`config.mk`:
```
export PLATFORM = sky130hd
export DESIGN_NAME = rvCore
export DESIGN_NICKNAME = d
export VERILOG_FILES = /design/src/rvCorePkg.sv /design/src/aluUnit.sv /design/src/controlUnit.sv /design/src/coreDatapath.sv /design/src/registerFile.sv /design/src/rvCore.sv
export SDC_FILE = /design/constraint.sdc
export NUM_CORES = 2
export LEC_CHECK = 0
export BUFFER_PORTS_ARGS = -buffer_cell sky130_fd_sc_hd__buf_2
export CAP_MARGIN = 20
export CORE_UTILIZATION = 55
export CTS_CLUSTER_DIAMETER = 80
export CTS_CLUSTER_SIZE = 25
export DETAILED_ROUTE_END_ITERATION = 7
export PLACE_DENSITY_LB_ADDON = 0.05
export SYNTH_ARGS = -nofsm -noshare
export SYNTH_HDL_FRONTEND = slang
export SYNTH_SLANG_ARGS = --single-unit
```
`constraint.sdc`:
```
create_clock -name clk -period 9 [get_ports clk]
set_input_delay 1.8 -clock clk [delete_from_list [all_inputs] [get_ports clk]]
set_output_delay 1.8 -clock clk [all_outputs]
set_load 0.05 [all_outputs]
```
`src/rvCorePkg.sv`:
```
`default_nettype none

package rvCorePkg;

    localparam int xlen = 32;
    localparam int regIdxWidth = 5;

    typedef logic [xlen-1:0] word_t;
    typedef logic [xlen-3:0] wordAddr_t;    // Byte address minus the low two bits
    typedef logic [regIdxWidth-1:0] regIdx_t;

    // Major opcodes
    localparam logic [6:0] opRegReg = 7'b0110011;
    localparam logic [6:0] opRegImm = 7'b0010011;
    localparam logic [6:0] opLoad   = 7'b0000011;
    localparam logic [6:0] opStore  = 7'b0100011;

    // funct3 fields
    localparam logic [2:0] f3AddSub = 3'b000;
    localparam logic [2:0] f3Sll    = 3'b001;
    localparam logic [2:0] f3Slt    = 3'b010;
    localparam logic [2:0] f3Sltu   = 3'b011;
    localparam logic [2:0] f3Xor    = 3'b100;
    localparam logic [2:0] f3SrlSra = 3'b101;
    localparam logic [2:0] f3Or     = 3'b110;
    localparam logic [2:0] f3And    = 3'b111;
    localparam logic [2:0] f3Word   = 3'b010;    // LW and SW width

    localparam logic [6:0] funct7Base = 7'b0000000;
    localparam logic [6:0] funct7Alt  = 7'b0100000;    // SUB, SRA, SRAI

    localparam word_t resetPc = 32'h0000_0000;

    typedef enum logic [3:0] {
        aluAdd,
        aluSub,
        aluAnd,
        aluOr,
        aluXor,
        aluSlt,
        aluSltu,
        aluSll,
        aluSrl,
        aluSra
    } aluOp_t;

    typedef enum logic [2:0] {
        stFetch,
        stDecode,
        stExecute,
        stMemory,
        stWriteback
    } ctrlState_t;

endpackage

`default_nettype wire

```
`src/aluUnit.sv`:
```
`timescale 1ns/1ps
`default_nettype none

module aluUnit import rvCorePkg::*; (
    input  word_t  a,
    input  word_t  b,
    input  aluOp_t op,
    output word_t  result
);

    logic [4:0] shamt;
    logic ltSigned;
    logic ltUnsigned;

    assign shamt = b[4:0];    // Only five bits count for RV32
    assign ltSigned = ($signed(a) < $signed(b));
    assign ltUnsigned = (a < b);

    always_comb begin
        case (op)
            aluAdd:  result = a + b;
            aluSub:  result = a - b;
            aluAnd:  result = a & b;
            aluOr:   result = a | b;
            aluXor:  result = a ^ b;
            aluSlt:  result = {31'b0, ltSigned};
            aluSltu: result = {31'b0, ltUnsigned};
            aluSll:  result = a << shamt;
            aluSrl:  result = a >> shamt;
            aluSra:  result = $signed(a) >>> shamt;    // Sign fill
            default: result = a + b;
        endcase
    end

endmodule

`default_nettype wire

```
`src/controlUnit.sv`:
```
`timescale 1ns/1ps
`default_nettype none

module controlUnit import rvCorePkg::*; (
    input  logic   clk,
    input  logic   reset,
    input  word_t  instr,
    input  logic   wbAck,
    output logic   wbCyc,
    output logic   wbStb,
    output logic   wbWe,
    output logic   irWrite,
    output logic   mdrWrite,
    output logic   pcWrite,
    output logic   regWrite,
    output logic   aluResWrite,
    output logic   addrFromAlu,
    output logic   aluSrcImm,
    output logic   wbFromMem,
    output aluOp_t aluOp
);

    ctrlState_t state;
    logic busActive;    // Wishbone cycle open

    logic [6:0] opcode;
    logic [2:0] funct3;
    logic [6:0] funct7;
    logic isRegReg;
    logic isRegImm;
    logic isLoad;
    logic isStore;
    logic validOp;

    assign opcode = instr[6:0];
    assign funct3 = instr[14:12];
    assign funct7 = instr[31:25];

    assign isRegReg = (opcode == opRegReg);
    assign isRegImm = (opcode == opRegImm);
    assign isLoad   = (opcode == opLoad);
    assign isStore  = (opcode == opStore);

    // Legality check and ALU operation select
    always_comb begin
        validOp = 1'b0;
        aluOp = aluAdd;    // Address calculation for LW and SW
        if (isRegReg) begin
            validOp = (funct7 == funct7Base) ||
                      ((funct7 == funct7Alt) && (funct3 == f3AddSub || funct3 == f3SrlSra));
        end else if (isRegImm) begin
            case (funct3)
                f3Sll:    validOp = (funct7 == funct7Base);
                f3SrlSra: validOp = (funct7 == funct7Base) || (funct7 == funct7Alt);
                default:  validOp = 1'b1;
            endcase
        end else if (isLoad || isStore) begin
            validOp = (funct3 == f3Word);
        end

        if (isRegReg || isRegImm) begin
            case (funct3)
                f3AddSub: aluOp = (isRegReg && funct7 == funct7Alt) ? aluSub : aluAdd;
                f3Sll:    aluOp = aluSll;
                f3Slt:    aluOp = aluSlt;
                f3Sltu:   aluOp = aluSltu;
                f3Xor:    aluOp = aluXor;
                f3SrlSra: aluOp = (funct7 == funct7Alt) ? aluSra : aluSrl;
                f3Or:     aluOp = aluOr;
                f3And:    aluOp = aluAnd;
            endcase
        end
    end

    always_ff @(posedge clk) begin
        if (reset) begin
            state <= stFetch;
            busActive <= 1'b0;
        end else begin
            case (state)
                stFetch: begin
                    if (!busActive) begin
                        busActive <= 1'b1;    // Only the first fetch after reset
                    end else if (wbAck) begin
                        busActive <= 1'b0;
                        state <= stDecode;
                    end
                end
                stDecode: begin
                    state <= validOp ? stExecute : stWriteback;
                end
                stExecute: begin
                    if (isLoad || isStore) begin
                        busActive <= 1'b1;
                        state <= stMemory;
                    end else begin
                        state <= stWriteback;
                    end
                end
                stMemory: begin
                    if (wbAck) begin
                        busActive <= 1'b0;
                        state <= stWriteback;
                    end
                end
                stWriteback: begin
                    busActive <= 1'b1;    // Next fetch opens here
                    state <= stFetch;
                end
                default: begin
                    busActive <= 1'b0;
                    state <= stFetch;
                end
            endcase
        end
    end

    assign wbCyc = busActive;
    assign wbStb = busActive;
    assign wbWe  = busActive && (state == stMemory) && isStore;

    assign irWrite     = (state == stFetch) && busActive && wbAck;
    assign mdrWrite    = (state == stMemory) && busActive && wbAck && isLoad;
    assign pcWrite     = (state == stWriteback);
    assign regWrite    = (state == stWriteback) && validOp && !isStore;    // ALU ops and LW
    assign aluResWrite = (state == stExecute);
    assign addrFromAlu = (state == stMemory);
    assign aluSrcImm   = !isRegReg;
    assign wbFromMem   = isLoad;

endmodule

`default_nettype wire

```
`src/coreDatapath.sv`:
```
`timescale 1ns/1ps
`default_nettype none

module coreDatapath import rvCorePkg::*; (
    input  logic      clk,
    input  logic      reset,
    input  logic      irWrite,
    input  logic      mdrWrite,
    input  logic      pcWrite,
    input  logic      regWrite,
    input  logic      aluResWrite,
    input  logic      addrFromAlu,
    input  logic      aluSrcImm,
    input  logic      wbFromMem,
    input  aluOp_t    aluOp,
    input  word_t     wbDatI,
    output word_t     instr,
    output wordAddr_t wbAdr,
    output word_t     wbDatO
);

    word_t pc;
    word_t ir;
    word_t mdr;
    word_t regA;
    word_t regB;
    word_t immReg;
    word_t aluRes;

    word_t rs1Data;
    word_t rs2Data;
    word_t immNext;
    word_t aluB;
    word_t aluOut;
    word_t writeData;

    regIdx_t rs1Idx;
    regIdx_t rs2Idx;
    regIdx_t rdIdx;

    assign rs1Idx = ir[19:15];
    assign rs2Idx = ir[24:20];
    assign rdIdx  = ir[11:7];

    always_ff @(posedge clk) begin
        if (reset) begin
            pc <= resetPc;
        end else if (pcWrite) begin
            pc <= pc + 32'd4;    // No branches, so always sequential
        end
    end

    always_ff @(posedge clk) begin
        if (irWrite) begin
            ir <= wbDatI;
        end
        if (mdrWrite) begin
            mdr <= wbDatI;
        end
        if (aluResWrite) begin
            aluRes <= aluOut;
        end
        regA <= rs1Data;    // IR holds still after fetch
        regB <= rs2Data;
        immReg <= immNext;
    end

    // S format for stores, I format otherwise
    assign immNext = (ir[6:0] == opStore) ? {{20{ir[31]}}, ir[31:25], ir[11:7]}
                                          : {{20{ir[31]}}, ir[31:20]};

    assign aluB = aluSrcImm ? immReg : regB;
    assign writeData = wbFromMem ? mdr : aluRes;

    registerFile regs (
        .clk         (clk),
        .reset       (reset),
        .rs1         (rs1Idx),
        .rs2         (rs2Idx),
        .rd          (rdIdx),
        .writeEnable (regWrite),
        .writeData   (writeData),
        .rs1Data     (rs1Data),
        .rs2Data     (rs2Data)
    );

    aluUnit alu (
        .a      (regA),
        .b      (aluB),
        .op     (aluOp),
        .result (aluOut)
    );

    assign instr  = ir;
    assign wbAdr  = addrFromAlu ? aluRes[31:2] : pc[31:2];    // Word address
    assign wbDatO = regB;    // Store data from rs2

endmodule

`default_nettype wire

```
`src/registerFile.sv`:
```
`timescale 1ns/1ps
`default_nettype none

module registerFile import rvCorePkg::*; (
    input  logic    clk,
    input  logic    reset,
    input  regIdx_t rs1,
    input  regIdx_t rs2,
    input  regIdx_t rd,
    input  logic    writeEnable,
    input  word_t   writeData,
    output word_t   rs1Data,
    output word_t   rs2Data
);

    word_t regs [32];

    always_ff @(posedge clk) begin
        if (reset) begin
            for (int i = 0; i < 32; i++) begin
                regs[i] <= '0;
            end
        end else if (writeEnable && rd != '0) begin    // x0 stays zero
            regs[rd] <= writeData;
        end
    end

    // Asynchronous read
    assign rs1Data = (rs1 == '0) ? '0 : regs[rs1];
    assign rs2Data = (rs2 == '0) ? '0 : regs[rs2];

endmodule

`default_nettype wire

```
`src/rvCore.sv`:
```
`timescale 1ns/1ps
`default_nettype none

module rvCore import rvCorePkg::*; (
    input  logic      clk,
    input  logic      reset,
    output logic      wbCyc,
    output logic      wbStb,
    output logic      wbWe,
    output wordAddr_t wbAdr,
    output word_t     wbDatO,
    output logic [3:0] wbSel,
    input  logic      wbAck,
    input  word_t     wbDatI
);

    word_t  instr;
    aluOp_t aluOp;
    logic   irWrite;
    logic   mdrWrite;
    logic   pcWrite;
    logic   regWrite;
    logic   aluResWrite;
    logic   addrFromAlu;
    logic   aluSrcImm;
    logic   wbFromMem;

    assign wbSel = 4'b1111;    // Word accesses only

    controlUnit ctrl (
        .clk         (clk),
        .reset       (reset),
        .instr       (instr),
        .wbAck       (wbAck),
        .wbCyc       (wbCyc),
        .wbStb       (wbStb),
        .wbWe        (wbWe),
        .irWrite     (irWrite),
        .mdrWrite    (mdrWrite),
        .pcWrite     (pcWrite),
        .regWrite    (regWrite),
        .aluResWrite (aluResWrite),
        .addrFromAlu (addrFromAlu),
        .aluSrcImm   (aluSrcImm),
        .wbFromMem   (wbFromMem),
        .aluOp       (aluOp)
    );

    coreDatapath datapath (
        .clk         (clk),
        .reset       (reset),
        .irWrite     (irWrite),
        .mdrWrite    (mdrWrite),
        .pcWrite     (pcWrite),
        .regWrite    (regWrite),
        .aluResWrite (aluResWrite),
        .addrFromAlu (addrFromAlu),
        .aluSrcImm   (aluSrcImm),
        .wbFromMem   (wbFromMem),
        .aluOp       (aluOp),
        .wbDatI      (wbDatI),
        .instr       (instr),
        .wbAdr       (wbAdr),
        .wbDatO      (wbDatO)
    );

endmodule

`default_nettype wire

```
==> metrics <==
Die Height roughly 360 um; status finished with violations; dpl ws just under 3 ns; Post-CTS Setup Bufs 0; Crit path top cell by count a211oi_1; Worst-path clk slew roughly 0.1 ns; Rel. slew slack 0.204; Setup violations, final 0; CTS resizes 0; failing checks design-rule violations; Slowest-stage cell, CP clkinv_4; crit end category register; final instance area ~74000 um2; Initial Util 0.555; fin nets between 5000 and 6000; DR iter-0 viols between 7000 and 8000; hold path cells 0; Layout Skew a little under 0.05 ns; PortBufs slightly below 100; number of flops mapped to enable cells by yosys between 1000 and 1500; register area share after synthesis 0.522; share of cells above drive strength 1 0.210; crit-path cells or3b_1 -> o21ai_2 -> and2_4 -> clkinv_4 -> ha_1 -> a211oi_1 -> nor2_1 -> a41oi_1 -> a2111oi_1 -> buf_4 -> o41ai_1 -> o21ai_0 -> a211oi_1 -> nor3_1 -> nor4_1 -> o21ai_1; Bufs on Longest Clock Path 3; Cell Area, Synth between 60000 and 70000 um2; CTS Sinks between 1000 and 1500; nature of the critical path startpoint register; CTS tree yes; GR Overflow Total 0; Layout Cells excl Fill about 7100; Slowest Stage Delay on Critical Path 0.62 ns; area delta synth->final 7.33%; ys flop type edfxtp_1; WP depth 16; number of detailed-route iterations in the first pass 8; Worst Reg-to-Reg Cells 16; # rows around 130; Worst EP arrival a little under 7 ns; Hold Slack roughly 0.39 ns; first-pass GRT wire length approximately 370000 um; Top Family by Delay on Critical Path compound AO/OA/AOI/OAI gates; Crit path buffers/inverters 2; Leak 26.1 nW; clk_lat worst skew between 0.7 and 0.8 ns; DR vias 50900; cts bufs inserted 67; post-DP HPWL approximately 180000 um; Worst Setup Path Type register to register; Yosys reg bits between 1000 and 1500; number of global-route vias before repair around 48000; Remaining DRCs 20; hold buffers post-CTS 0; fmax 0.156 GHz; initial antenna violation count 8; Post-synth ARST share 0; max-slew violation count 0; Worst-Margin Slew 1.19 ns; Fin Setup TNS 0 ns; pin count of the biggest net entering global routing between 90 and 100; Final period util 0.711; final hold vios 0; Die X approximately 360 um; RSZ-0062 raised after global routing false; vias per inst 7.16; pwr dens 166 nW/um2; yosys warns 0; Tot GR Track Use 0.422; maximum vdd drop around 160 uV; Die Area 126000 um2; maxcap violations 0; Root Driver clkbuf_16; post-route ant nets 0; GPL Wtd Cong approximately 1.0; Req. time, crit path 9.41 ns; total power draw around 12 mW; dpl cell area 71400 um2; drt total wl 267000 um; core area 124000 um2; Netlist cell types roughly 110; post-layout util 0.595; cell total after placement 7000; final worst setup slack approximately 2.6 ns; Mapped Avg Cell Area about 12 um2; I/O pin total 104; Hold Crit Class register to register; WL per Instance 37.5 um; number of cells produced by synthesis between 5000 and 6000; peak fanout along the critical path 69; level count of the clock H-tree 3; minimum clock period approximately 6.4 ns
-- per-layer routing --
metal | part of all wire | global-route usage
met1 | 0.36 | 0.572
met2 | 0.44 | 0.627
met5 | 0.00014 | 0
met4 | 0.070 | 0.248
met3 | 0.12 | 0.0948
-- worst reg2reg max path, stage by stage, from the launching register on --
cell       delay (ns)
edfxtp_1         0.53
or3b_1           0.53
o21ai_2          0.28
and2_4           0.60
clkinv_4         0.65
ha_1             0.59
a211oi_1         0.38
nor2_1           0.15
a41oi_1          0.39
a2111oi_1        0.19
buf_4            0.20
o41ai_1          0.54
o21ai_0          0.27
a211oi_1         0.36
nor3_1           0.08
nor4_1           0.28
o21ai_1          0.09
-- cells in the mapped netlist, types with 15 or more instances --
cell type	n	area [um2]
nand2b_1	70	438
nor3_1	69	345
nand2_1	268	1010
a31oi_1	20	125
clkbuf_1	403	1510
nor4_1	16	100
nand3_1	153	766
mux4_2	528	11900
o22ai_1	48	300
inv_1	99	372
a21oi_1	160	801
and2_1	18	113
a221oi_1	34	298
dfxtp_1	110	2200
o21ai_0	163	816
xor2_1	22	193
o31ai_1	17	128
nor2b_1	15	93.8
mux2_2	85	957
nor2_1	1213	4550
ha_1	91	1140
a211o_1	30	263
o221ai_1	42	368
nand4_1	17	106
a311oi_1	15	131
edfxtp_1	1120	33600
o211ai_1	69	518
and3_1	27	169
buf_1	65	244
a211oi_1	75	563
buf_2	44	220
mux2i_1	208	2080
-- layout by cell type (no fill, tap or decap), types with 15 or more instances in the layout --
master / instances
o221ai_1: 42
buf_4: 177
and2_1: 15
o211ai_1: 69
nand2_1: 235
a21oi_1: 160
mux2_2: 85
mux2i_1: 176
a211o_1: 30
xor2_1: 22
ha_1: 91
and3_1: 27
clkbuf_16: 71
o21ai_0: 163
nand2_2: 34
clkbuf_1: 15
nor3_1: 66
buf_2: 98
edfxtp_1: 1120
nor4_1: 15
a221oi_1: 34
nand2b_2: 31
nand3_1: 153
nor2_1: 1211
a31oi_1: 20
conb_1: 36
inv_1: 99
a211oi_1: 75
dfxtp_1: 110
mux4_2: 528
o31ai_1: 17
nand4_1: 17
mux2i_4: 32
nand2b_1: 39
o22ai_1: 48
-- layout make-up --
type                       instances  area [um2]
fill                            9873       50100
sequential                      1230       35800
multi-input combinational       3745       31100
tap                             1637        2050
timing repair buffer             286        2040
clock buffer                      86        1830
clock inverter                    27         437
inverter                         103         392
antenna                            2        5.00
-- final timing paths --
kind,startpoint,slack [ns],endpoint
max,datapath.instr[6],2.60,datapath.aluRes[22]
min,datapath.instr[26],0.39,datapath.immReg[6]
max reg2reg,datapath.instr[6],2.60,datapath.aluRes[22]
min reg2reg,datapath.instr[26],0.39,datapath.immReg[6]
-- cell families after synthesis --
group,synth area share
simple gates,0.120
other cells,0.000109
mux,0.218
compound gates,0.0828
flops,0.522
xor+xnor,0.00459
buf+inv,0.0363
fa+ha+maj,0.0169
-- sequential cells by signal (all words and copies together), names as in the netlist --
signal	flops
datapath.regs.regs	1024
datapath.aluRes	32
datapath.instr	32
datapath.mdr	32
datapath.regA	32
datapath.wbDatO	32
datapath.pc	30
datapath.immReg	12
ctrl.state	3
ctrl.wbCyc	1
-- report_power, final --
group          internal [mW]  switching, mW
Clock                   1.63           2.05
Combinational          0.681           1.26
Sequential              6.43          0.212
Power figures use the tool's default switching activity.
